[src/riscv_pkg.sv]
// Architectural definitions for the commit trace unit
// Word and address widths, privilege codes, trace mode codes
// and the cause word with its interrupt/code view

package riscv_pkg;

  // ------------------------------
  // Widths
  // ------------------------------
  localparam int unsigned XLEN   = 64;
  localparam int unsigned VLEN   = 64;
  localparam int unsigned INSN_W = 32;

  // ------------------------------
  // Privilege levels
  // ------------------------------
  localparam int unsigned PRIV_W = 2;

  localparam logic [PRIV_W-1:0] PRIV_LVL_U = 2'd0;
  localparam logic [PRIV_W-1:0] PRIV_LVL_S = 2'd1;
  localparam logic [PRIV_W-1:0] PRIV_LVL_M = 2'd3;

  // ------------------------------
  // Trace mode codes
  // ------------------------------
  // Debug mode overrides the privilege level in the trace
  localparam int unsigned MODE_W = 2;

  localparam logic [MODE_W-1:0] MODE_U = 2'd0;
  localparam logic [MODE_W-1:0] MODE_S = 2'd1;
  localparam logic [MODE_W-1:0] MODE_M = 2'd2;
  localparam logic [MODE_W-1:0] MODE_D = 2'd3;

  // ------------------------------
  // Cause word
  // ------------------------------
  // Top bit set means interrupt, otherwise synchronous exception
  typedef union packed {
    logic [XLEN-1:0] raw;
    struct packed {
      logic            irq;
      logic [XLEN-2:0] code;
    } fields;
  } cause_u;

endpackage

[src/trace_pkg.sv]
// Trace unit configuration
// Commit port count, PC queue depth and the derived index widths

package trace_pkg;

  // ------------------------------
  // Commit ports
  // ------------------------------
  localparam int unsigned NR_COMMIT_PORTS = 2;

  // Index of the port a PC came from
  localparam int unsigned PORT_IDX_W = (NR_COMMIT_PORTS > 1) ? $clog2(NR_COMMIT_PORTS) : 1;

  // ------------------------------
  // PC queues
  // ------------------------------
  // Entries per commit port
  localparam int unsigned PC_QUEUE_DEPTH = 4;

  // Read and write pointer width
  localparam int unsigned PTR_W = (PC_QUEUE_DEPTH > 1) ? $clog2(PC_QUEUE_DEPTH) : 1;

endpackage
[src/commit_trace_port.sv]
// Trace record formatter for all commit ports
// Classifies each commit as retired, exception or interrupt
// and registers the record together with the execution mode

module commit_trace_port (
  input  logic                                                   clk_i,
  input  logic                                                   rst_ni,
  // Commit side
  input  logic [trace_pkg::NR_COMMIT_PORTS-1:0]                  commit_ack_i,
  input  logic [trace_pkg::NR_COMMIT_PORTS-1:0]                  commit_ex_valid_i,
  input  logic [trace_pkg::NR_COMMIT_PORTS-1:0][riscv_pkg::VLEN-1:0] commit_pc_i,
  input  riscv_pkg::cause_u [trace_pkg::NR_COMMIT_PORTS-1:0]     commit_cause_i,
  input  logic [trace_pkg::NR_COMMIT_PORTS-1:0][riscv_pkg::XLEN-1:0] commit_tval_i,
  input  logic [riscv_pkg::PRIV_W-1:0]                           priv_lvl_i,
  input  logic                                                   debug_mode_i,
  // Trace records
  output logic [trace_pkg::NR_COMMIT_PORTS-1:0]                  trace_valid_o,
  output logic [trace_pkg::NR_COMMIT_PORTS-1:0]                  trace_exception_o,
  output logic [trace_pkg::NR_COMMIT_PORTS-1:0]                  trace_interrupt_o,
  output logic [trace_pkg::NR_COMMIT_PORTS-1:0][riscv_pkg::VLEN-1:0] trace_iaddr_o,
  output logic [trace_pkg::NR_COMMIT_PORTS-1:0][riscv_pkg::INSN_W-1:0] trace_insn_o,
  output logic [trace_pkg::NR_COMMIT_PORTS-1:0][riscv_pkg::XLEN-1:0] trace_cause_o,
  output logic [trace_pkg::NR_COMMIT_PORTS-1:0][riscv_pkg::XLEN-1:0] trace_tval_o,
  output logic [trace_pkg::NR_COMMIT_PORTS-1:0][riscv_pkg::MODE_W-1:0] trace_mode_o
);

  import riscv_pkg::*;
  import trace_pkg::*;

  logic [MODE_W-1:0]                          mode_d;
  logic [NR_COMMIT_PORTS-1:0]                 valid_q;
  logic [NR_COMMIT_PORTS-1:0]                 exception_q;
  logic [NR_COMMIT_PORTS-1:0]                 interrupt_q;
  logic [NR_COMMIT_PORTS-1:0][VLEN-1:0]       iaddr_q;
  logic [NR_COMMIT_PORTS-1:0][INSN_W-1:0]     insn_q;
  logic [NR_COMMIT_PORTS-1:0][XLEN-1:0]       cause_q;
  logic [NR_COMMIT_PORTS-1:0][XLEN-1:0]       tval_q;
  logic [NR_COMMIT_PORTS-1:0][MODE_W-1:0]     mode_q;

  // ------------------------------
  // Execution mode
  // ------------------------------
  always_comb begin
    if (debug_mode_i) begin
      mode_d = MODE_D;
    end else begin
      case (priv_lvl_i)
        PRIV_LVL_U: mode_d = MODE_U;
        PRIV_LVL_S: mode_d = MODE_S;
        // Reserved level 2 is reported as machine mode
        default:    mode_d = MODE_M;
      endcase
    end
  end

  // ------------------------------
  // Classification
  // ------------------------------
  always_ff @(posedge clk_i or negedge rst_ni) begin
    if (!rst_ni) begin
      valid_q     <= '0;
      exception_q <= '0;
      interrupt_q <= '0;
    end else begin
      for (int i = 0; i < NR_COMMIT_PORTS; i++) begin
        valid_q[i]     <= commit_ack_i[i] & ~commit_ex_valid_i[i];
        exception_q[i] <= commit_ack_i[i] & commit_ex_valid_i[i] &
                          ~commit_cause_i[i].fields.irq;
        interrupt_q[i] <= commit_ack_i[i] & commit_ex_valid_i[i] &
                          commit_cause_i[i].fields.irq;
      end
    end
  end

  // Record payload, qualified by the flags above
  always_ff @(posedge clk_i) begin
    for (int i = 0; i < NR_COMMIT_PORTS; i++) begin
      iaddr_q[i] <= commit_pc_i[i];
      insn_q[i]  <= commit_tval_i[i][INSN_W-1:0];
      cause_q[i] <= commit_cause_i[i].raw;
      tval_q[i]  <= commit_tval_i[i];
      mode_q[i]  <= mode_d;
    end
  end

  assign trace_valid_o     = valid_q;
  assign trace_exception_o = exception_q;
  assign trace_interrupt_o = interrupt_q;
  assign trace_iaddr_o     = iaddr_q;
  assign trace_insn_o      = insn_q;
  assign trace_cause_o     = cause_q;
  assign trace_tval_o      = tval_q;
  assign trace_mode_o      = mode_q;

  // ------------------------------
  // Checks
  // ------------------------------
  for (genvar i = 0; i < NR_COMMIT_PORTS; i++) begin : gen_chk
    // One record kind per port
    a_one_kind: assert property (@(posedge clk_i) disable iff (!rst_ni)
      $onehot0({valid_q[i], exception_q[i], interrupt_q[i]}));
  end

endmodule

[src/commit_tracer.sv]
// Commit trace unit top level
// Trace record formatter, one PC queue per commit port
// and the round-robin merge into a single PC stream

module commit_tracer (
  input  logic                                                   clk_i,
  input  logic                                                   rst_ni,
  // Commit side
  input  logic [trace_pkg::NR_COMMIT_PORTS-1:0]                  commit_ack_i,
  input  logic [trace_pkg::NR_COMMIT_PORTS-1:0]                  commit_ex_valid_i,
  input  logic [trace_pkg::NR_COMMIT_PORTS-1:0][riscv_pkg::VLEN-1:0] commit_pc_i,
  input  riscv_pkg::cause_u [trace_pkg::NR_COMMIT_PORTS-1:0]     commit_cause_i,
  input  logic [trace_pkg::NR_COMMIT_PORTS-1:0][riscv_pkg::XLEN-1:0] commit_tval_i,
  input  logic [riscv_pkg::PRIV_W-1:0]                           priv_lvl_i,
  input  logic                                                   debug_mode_i,
  // Trace records
  output logic [trace_pkg::NR_COMMIT_PORTS-1:0]                  trace_valid_o,
  output logic [trace_pkg::NR_COMMIT_PORTS-1:0]                  trace_exception_o,
  output logic [trace_pkg::NR_COMMIT_PORTS-1:0]                  trace_interrupt_o,
  output logic [trace_pkg::NR_COMMIT_PORTS-1:0][riscv_pkg::VLEN-1:0] trace_iaddr_o,
  output logic [trace_pkg::NR_COMMIT_PORTS-1:0][riscv_pkg::INSN_W-1:0] trace_insn_o,
  output logic [trace_pkg::NR_COMMIT_PORTS-1:0][riscv_pkg::XLEN-1:0] trace_cause_o,
  output logic [trace_pkg::NR_COMMIT_PORTS-1:0][riscv_pkg::XLEN-1:0] trace_tval_o,
  output logic [trace_pkg::NR_COMMIT_PORTS-1:0][riscv_pkg::MODE_W-1:0] trace_mode_o,
  // Merged PC stream
  output logic                                                   pc_valid_o,
  output logic [riscv_pkg::VLEN-1:0]                             pc_o,
  output logic [trace_pkg::PORT_IDX_W-1:0]                       pc_port_o
);

  import riscv_pkg::*;
  import trace_pkg::*;

  logic [NR_COMMIT_PORTS-1:0]           push;
  logic [NR_COMMIT_PORTS-1:0]           fifo_empty;
  logic [NR_COMMIT_PORTS-1:0]           fifo_pop;
  logic [NR_COMMIT_PORTS-1:0][VLEN-1:0] fifo_head;

  // ------------------------------
  // Trace records
  // ------------------------------
  commit_trace_port i_trace_port (
    .clk_i             ( clk_i             ),
    .rst_ni            ( rst_ni            ),
    .commit_ack_i      ( commit_ack_i      ),
    .commit_ex_valid_i ( commit_ex_valid_i ),
    .commit_pc_i       ( commit_pc_i       ),
    .commit_cause_i    ( commit_cause_i    ),
    .commit_tval_i     ( commit_tval_i     ),
    .priv_lvl_i        ( priv_lvl_i        ),
    .debug_mode_i      ( debug_mode_i      ),
    .trace_valid_o     ( trace_valid_o     ),
    .trace_exception_o ( trace_exception_o ),
    .trace_interrupt_o ( trace_interrupt_o ),
    .trace_iaddr_o     ( trace_iaddr_o     ),
    .trace_insn_o      ( trace_insn_o      ),
    .trace_cause_o     ( trace_cause_o     ),
    .trace_tval_o      ( trace_tval_o      ),
    .trace_mode_o      ( trace_mode_o      )
  );

  // ------------------------------
  // PC queues
  // ------------------------------
  // Only retired instructions enter the stream
  assign push = commit_ack_i & ~commit_ex_valid_i;

  for (genvar i = 0; i < NR_COMMIT_PORTS; i++) begin : gen_pc_fifo
    pc_fifo i_pc_fifo (
      .clk_i   ( clk_i          ),
      .rst_ni  ( rst_ni         ),
      .push_i  ( push[i]        ),
      .data_i  ( commit_pc_i[i] ),
      .pop_i   ( fifo_pop[i]    ),
      .data_o  ( fifo_head[i]   ),
      .empty_o ( fifo_empty[i]  ),
      .full_o  (                )
    );
  end

  // ------------------------------
  // Merge
  // ------------------------------
  pc_rr_arbiter i_rr_arbiter (
    .clk_i      ( clk_i      ),
    .rst_ni     ( rst_ni     ),
    .empty_i    ( fifo_empty ),
    .head_i     ( fifo_head  ),
    .pop_o      ( fifo_pop   ),
    .pc_valid_o ( pc_valid_o ),
    .pc_o       ( pc_o       ),
    .pc_port_o  ( pc_port_o  )
  );

endmodule

[src/pc_fifo.sv]
// Per-port queue of retired PCs
// Circular buffer with read/write pointers and an occupancy count,
// a push into a full buffer is dropped

module pc_fifo (
  input  logic                       clk_i,
  input  logic                       rst_ni,
  input  logic                       push_i,
  input  logic [riscv_pkg::VLEN-1:0] data_i,
  input  logic                       pop_i,
  output logic [riscv_pkg::VLEN-1:0] data_o,
  output logic                       empty_o,
  output logic                       full_o
);

  import riscv_pkg::*;
  import trace_pkg::*;

  logic [VLEN-1:0]  mem_q [PC_QUEUE_DEPTH];
  logic [PTR_W-1:0] rd_ptr_q;
  logic [PTR_W-1:0] wr_ptr_q;
  logic [PTR_W:0]   count_q;
  logic             do_push;
  logic             do_pop;

  // Pointer advance with wrap at the last entry
  function automatic logic [PTR_W-1:0] ptr_inc(input logic [PTR_W-1:0] ptr);
    logic [PTR_W-1:0] nxt;
    if (ptr == PTR_W'(PC_QUEUE_DEPTH - 1)) begin
      nxt = '0;
    end else begin
      nxt = ptr + 1'b1;
    end
    return nxt;
  endfunction

  // ------------------------------
  // Status
  // ------------------------------
  assign empty_o = (count_q == '0);
  assign full_o  = (count_q == (PTR_W+1)'(PC_QUEUE_DEPTH));

  assign do_push = push_i & ~full_o;
  assign do_pop  = pop_i & ~empty_o;

  // Head is read straight from storage
  assign data_o = mem_q[rd_ptr_q];

  // ------------------------------
  // Pointers and count
  // ------------------------------
  always_ff @(posedge clk_i or negedge rst_ni) begin
    if (!rst_ni) begin
      rd_ptr_q <= '0;
      wr_ptr_q <= '0;
      count_q  <= '0;
    end else begin
      if (do_push) begin
        wr_ptr_q <= ptr_inc(wr_ptr_q);
      end
      if (do_pop) begin
        rd_ptr_q <= ptr_inc(rd_ptr_q);
      end
      case ({do_push, do_pop})
        2'b10:   count_q <= count_q + 1'b1;
        2'b01:   count_q <= count_q - 1'b1;
        default: count_q <= count_q;
      endcase
    end
  end

  // Storage
  always_ff @(posedge clk_i) begin
    if (do_push) begin
      mem_q[wr_ptr_q] <= data_i;
    end
  end

  // ------------------------------
  // Checks
  // ------------------------------
  // Commit traffic must stay below the drain rate
  a_no_overflow: assert property (@(posedge clk_i) disable iff (!rst_ni)
    !(push_i && full_o));

  // The arbiter only pops a queue it saw holding an entry
  a_no_underflow: assert property (@(posedge clk_i) disable iff (!rst_ni)
    !(pop_i && empty_o));

endmodule

[src/pc_rr_arbiter.sv]
// Round-robin merge of the per-port PC queues
// Grants one non-empty queue per cycle, pops it, and registers
// the head PC with the index of its port

module pc_rr_arbiter (
  input  logic                                                   clk_i,
  input  logic                                                   rst_ni,
  input  logic [trace_pkg::NR_COMMIT_PORTS-1:0]                  empty_i,
  input  logic [trace_pkg::NR_COMMIT_PORTS-1:0][riscv_pkg::VLEN-1:0] head_i,
  output logic [trace_pkg::NR_COMMIT_PORTS-1:0]                  pop_o,
  output logic                                                   pc_valid_o,
  output logic [riscv_pkg::VLEN-1:0]                             pc_o,
  output logic [trace_pkg::PORT_IDX_W-1:0]                       pc_port_o
);

  import riscv_pkg::*;
  import trace_pkg::*;

  // Port that is searched first, the one after the last grant
  logic [PORT_IDX_W-1:0] rr_q;
  logic                  gnt_valid;
  logic [PORT_IDX_W-1:0] gnt_idx;
  logic                  pc_valid_q;
  logic [VLEN-1:0]       pc_q;
  logic [PORT_IDX_W-1:0] port_q;

  // ------------------------------
  // Grant
  // ------------------------------
  always_comb begin
    int unsigned cand;
    cand      = 0;
    gnt_valid = 1'b0;
    gnt_idx   = '0;
    for (int unsigned k = 0; k < NR_COMMIT_PORTS; k++) begin
      cand = rr_q + k;
      if (cand >= NR_COMMIT_PORTS) begin
        cand = cand - NR_COMMIT_PORTS;
      end
      if (!gnt_valid && !empty_i[cand]) begin
        gnt_valid = 1'b1;
        gnt_idx   = PORT_IDX_W'(cand);
      end
    end
  end

  // Pop the granted queue in the same cycle
  always_comb begin
    pop_o          = '0;
    pop_o[gnt_idx] = gnt_valid;
  end

  // ------------------------------
  // Pointer and output stage
  // ------------------------------
  always_ff @(posedge clk_i or negedge rst_ni) begin
    if (!rst_ni) begin
      rr_q       <= '0;
      pc_valid_q <= 1'b0;
    end else begin
      pc_valid_q <= gnt_valid;
      if (gnt_valid) begin
        if (gnt_idx == PORT_IDX_W'(NR_COMMIT_PORTS - 1)) begin
          rr_q <= '0;
        end else begin
          rr_q <= gnt_idx + 1'b1;
        end
      end
    end
  end

  always_ff @(posedge clk_i) begin
    if (gnt_valid) begin
      pc_q   <= head_i[gnt_idx];
      port_q <= gnt_idx;
    end
  end

  assign pc_valid_o = pc_valid_q;
  assign pc_o       = pc_q;
  assign pc_port_o  = port_q;

  // ------------------------------
  // Checks
  // ------------------------------
  a_pop_onehot: assert property (@(posedge clk_i) disable iff (!rst_ni)
    $onehot0(pop_o));

  a_pop_nonempty: assert property (@(posedge clk_i) disable iff (!rst_ni)
    (pop_o & empty_i) == '0);

endmodule

[config.mk]
export PLATFORM = sky130hd
export DESIGN_NAME = commit_tracer
export DESIGN_NICKNAME = d
export VERILOG_FILES = /design/src/riscv_pkg.sv /design/src/trace_pkg.sv /design/src/commit_trace_port.sv /design/src/commit_tracer.sv /design/src/pc_fifo.sv /design/src/pc_rr_arbiter.sv
export SDC_FILE = /design/constraint.sdc
export NUM_CORES = 1
export LEC_CHECK = 0
export BUFFER_PORTS_ARGS = -buffer_cell sky130_fd_sc_hd__buf_2
export CORE_AREA = 4 4 356 358
export DETAILED_ROUTE_END_ITERATION = 7
export DIE_AREA = 0 0 360 362
export PLACE_DENSITY = 0.52
export SYNTH_ARGS = -nofsm -noshare
export SYNTH_HDL_FRONTEND = slang
export SYNTH_SLANG_ARGS = --single-unit
[constraint.sdc]
create_clock -name clk_i -period 4.8 [get_ports clk_i]
set_input_delay 0.96 -clock clk_i [delete_from_list [all_inputs] [get_ports clk_i]]
set_output_delay 0.96 -clock clk_i [all_outputs]
set_load 0.01 [all_outputs]
==> results.md <==
Setup path:
- The required time of the critical path is 5.24 ns.
- The launching point of the worst reg2reg path is gen_pc_fifo[0].i_pc_fifo.count_q[0]$_DFFE_PN0P_.
- The arrival time at the worst endpoint is 3.36 ns.
- The logic depth of the worst register-to-register path is 4.
- The sort of element at the end of the critical path is a register.
- The maximum net fanout on the critical path is 46.
- The nature of the critical path startpoint is a register.
- The setup slack on the worst flop-to-flop path is 1.88 ns.
- The endpoint of the worst-slack reg-to-reg timing path is i_rr_arbiter.pc_o[20]$_DFFE_PN_.
- The critical path in this run is classified as register to register.

Die:
- In this run the horizontal extent of the chip is 360 um.
- For this configuration, the core starts out at a cell density of 0.249.
- The die area is 0.130 sq mm.
- In this run the core area contains 129 standard-cell rows.
- The standard cell core area is 0.123 sq mm.
- The number of ports placed on the die boundary is 917.
- The overall die height is 362 um.

Placement:
- The cell area after placement is 0.0368 sq mm.
- Port buffering added 916 buffers.
- At the end of routability-driven placement, the weighted congestion stood at 0.893.
- Timing analysis after detailed placement gives a worst setup slack of 1.26 ns.
- The total half-perimeter wirelength after legalization and detailed placement is 87.0 mm.

Yosys:
- The cell count after synthesis is 1361.
- Synthesis produced a netlist with a net count of 1768.
- The area share of the largest cell type after synthesis is 0.565.
- The sequential fraction of the synthesis area is 0.835.
- In the post-synthesis netlist, the biggest area contributors are edfxtp_1, dfxtp_1, mux4_2.
- The largest area contributor in the synthesized netlist is edfxtp_1.
- Counting distinct cell types in the post-synthesis netlist gives 34.
- The netlist area before placement is 0.0306 sq mm.
- Counting flops with a built-in enable in the synthesized netlist gives 577.
- The synthesized flop and latch total is 985.
- The post-synthesis average cell area is 22.5 sq um.
- Among all flip-flop cells after synthesis, the most frequent one is edfxtp_1.
- For this run, the number of Yosys warnings is 0.
- The async set-reset flop share out of synthesis is 0.0223.

Finish:
- Relative to the synthesized area, the layout overhead comes to 32.1%.
- The number of fill cells is 12019.
- In the final layout, the share of cells above drive strength 1 is 0.553.
- The final cell area excluding filler cells is 0.0405 sq mm.
- The multi-input combinational cells in the finished layout cover a total of 0.00426 sq mm.
- The area occupied by registers is 0.0256 sq mm.
- The post-layout net count is 2710.

Route:
- The highest routed metal layer is met5.
- The iteration-0 DRC count of the detailed router is 964.
- In the routed design, unresolved DRC markers number 0.
- In this run the remaining antenna-violating nets after routing total 0.
- The total number of vias is 16243.
- The average vias per placed instance is 4.01.
- The first detailed-routing pass ran for 5 iterations.
- The wire length the detailed router placed on met1 is 43.7 mm.
- The detailed-routed wire length on met2 is 53.6 mm.
- For this block, the routed nets add up to 112 mm of wire.
- The met3 wire length is 10.6 mm.
- The per-cell routed wire length is 27.7 um.

Hold path:
- The worst hold path belongs to the class primary input to asynchronous set/reset pin.

GRT:
- The number of antenna violations at the first check in global routing was 76.
- The maximum number of pins on one net before global-route repair is 47.
- In the global route stage, overall resource usage came out at 0.167.
- The first global-routing pass estimated 147 mm of wire.
- The total grt overflow is 0.
- The via count of the first global-routing pass was 16971.

Clock network:
- The source-to-sink clock delay at the later pin of the worst-skew pair is 0.70 ns.
- Clock tree synthesis selected as its root buffer the cell clkbuf_16.
- The number of buffers added to fix hold violations after cts is 0.
- Once the clock tree was built, the resizer swapped 0 gates to a different size.
- The number of buffers on the longest clock path is 3.
- The sink count of the clock tree is 985.
- The clock transition at the register clock pins on the worst setup and hold paths after CTS is 0.07 ns.
- The post-CTS setup-driven buffer insertion count is 0.
- The clock tree from TritonCTS is yes.
- TritonCTS created 107 clock buffers.
- The H-tree was split into 3 levels.

Pwr:
- Of the total power, the share spent switching nets is 0.270.
- Of the total power, the clock network draws 0.352.
- The static leakage is 15.8 nW.
- The share of total power dissipated in combinational logic is 0.193.
- Dividing total power by cell area gives a power density of 590 mW/mm^2.
- Cell internal power was estimated by the tool at 17.4 mW.
- The power consumption is 23.9 mW.
- Summed over all nets, the switching power comes to 6.44 mW.
- Of the total power, registers draw 0.455.
- Across the VDD grid, the largest voltage drop is 0.303 mV.

STA:
- In this run the tightest slew margin relative to its limit is 0.357.
- The worst setup skew after layout is 0.0200 ns.
- The hold violation total from the final report is 0.
- Setup repair after global routing left no endpoint under its margin.
- The achievable clock frequency is 342 MHz.
- The slew of the pin with the lowest slew margin is 0.961 ns.
- In the finished design, the share of the clock period the worst path needs comes to 0.609.
- The number of slew-limit violations in the final report came to 0.
- The final-report setup violation count is 0.
- After layout, the worst setup slack is 1.88 ns.
- Setup total negative slack on the finished layout was measured at 0 ns.
- The smallest clock period supported by the final layout is computed as 2.92 ns.
- The final hold slack is 0.272 ns.

Flow run:
- The reported max-cap violation count is 0.

Outcome:
- The flow ran to the end, and the final reports show no timing, DRC or antenna violations.
==> kinds of logic (layout without fill, tap and decap cells) <==
group / Yosys count / after routing / synth area share
mux: 201 / 201 / 0.123
compound gates: 7 / 7 / 0.00167
fa+ha+maj: 14 / 14 / 0.00621
flops: 985 / 985 / 0.835
buf+inv: 117 / 1151 / 0.0267
simple gates: 31 / 31 / 0.00514
other cells: 0 / 17 / 0
xor+xnor: 6 / 6 / 0.00171
==> final cells by class <==
| class | instances | area share |
|---|---|---|
| timing repair buffer | 934 | 0.119 |
| inverter | 16 | 0.00148 |
| sequential | 985 | 0.633 |
| antenna | 17 | 0.00105 |
| clock buffer | 155 | 0.0785 |
| tap | 1637 | 0.0506 |
| multi-input combinational | 259 | 0.105 |
| clock inverter | 46 | 0.0117 |
==> worst max path at each step <==
stage,cells past startpoint,end,start,slack [ns]
finish,4,i_rr_arbiter.pc_o[20]$_DFFE_PN_,gen_pc_fifo[0].i_pc_fifo.count_q[0]$_DFFE_PN0P_,1.88
global route,4,i_rr_arbiter.pc_o[20]$_DFFE_PN_,gen_pc_fifo[0].i_pc_fifo.count_q[0]$_DFFE_PN0P_,1.73
CTS,4,i_rr_arbiter.pc_o[8]$_DFFE_PN_,gen_pc_fifo[0].i_pc_fifo.count_q[0]$_DFFE_PN0P_,1.81
detailed placement,5,gen_pc_fifo[1].i_pc_fifo.mem_q[2][62]$_DFFE_PP_,commit_ack_i[1],1.26
global placement,5,gen_pc_fifo[1].i_pc_fifo.mem_q[2][53]$_DFFE_PP_,commit_ack_i[1],1.31
floorplan,3,gen_pc_fifo[0].i_pc_fifo.mem_q[0][0]$_DFFE_PP_,commit_ack_i[0],1.37
==> cells in the mapped netlist (8+ instances only) <==
cell type / count
and2_1: 8
buf_4: 70
buf_6: 11
dfrtp_1: 22
dfxtp_1: 386
edfxtp_1: 577
ha_1: 12
inv_1: 16
mux2_2: 54
mux2_4: 18
mux4_2: 128
nor2_1: 10
==> routing by layer <==
| metal | vias to the layer above | track usage |
|---|---|---|
| met5 | - | 0 |
| met4 | 64 | 0.0497 |
| met3 | 229 | 0.0758 |
| met2 | 710 | 0.274 |
| met1 | 8151 | 0.197 |
| li1 | 7089 | - |
==> power by group through the flow <==
stage | clock network (mW) | registers [mW] | logic (mW)
finish | 8.40 | 10.9 | 4.62
global route | 9.00 | 11.0 | 5.00
CTS | 8.65 | 10.9 | 4.78
detailed placement | 0 | 11.1 | 4.78
global placement | 0 | 11.1 | 4.74
floorplan | 0 | 10.9 | 3.07
==> placed cells by master, fill, tap and decap left out, types with 17 or more instances in the layout <==
master / n
mux2_4: 18
mux4_2: 128
mux2_2: 54
clkbuf_16: 111
dfxtp_1: 386
edfxtp_1: 577
clkbuf_8: 23
diode_2: 17
clkbuf_1: 20
dfrtp_1: 18
buf_2: 916
==> metrics by stage <==
stage / util / cells
floorplan: - / 1361
global placement: 0.298 / 3831
detailed placement: 0.298 / 3831
CTS: 0.328 / 4032
global route: 0.328 / 4035
finish: 0.328 / 4049
==> critical path: stages (launching register included) <==
cell,delay [ns]
dfrtp_1,0.41
nor3_1,0.14
o21ai_4,0.75
buf_4,0.85
mux2_2,0.41
==> flip-flops by register name, summed over array words and instances, names as in the netlist <==
| name | count |
|---|---|
| gen_pc_fifo.i_pc_fifo.mem_q | 512 |
| i_trace_port.trace_cause_o | 128 |
| i_trace_port.trace_iaddr_o | 128 |
| i_trace_port.trace_tval_o | 66 |
| i_rr_arbiter.pc_o | 64 |
| i_trace_port.trace_insn_o | 62 |
| gen_pc_fifo.i_pc_fifo.count_q | 6 |
| gen_pc_fifo.i_pc_fifo.rd_ptr_q | 4 |
| gen_pc_fifo.i_pc_fifo.wr_ptr_q | 4 |
| i_trace_port.trace_exception_o | 2 |
| i_trace_port.trace_interrupt_o | 2 |
| i_trace_port.trace_mode_o | 2 |
| i_trace_port.trace_valid_o | 2 |
| i_rr_arbiter.pc_port_o | 1 |
| i_rr_arbiter.pc_valid_o | 1 |
| i_rr_arbiter.rr_q | 1 |
Power figures use the tool's default switching activity.
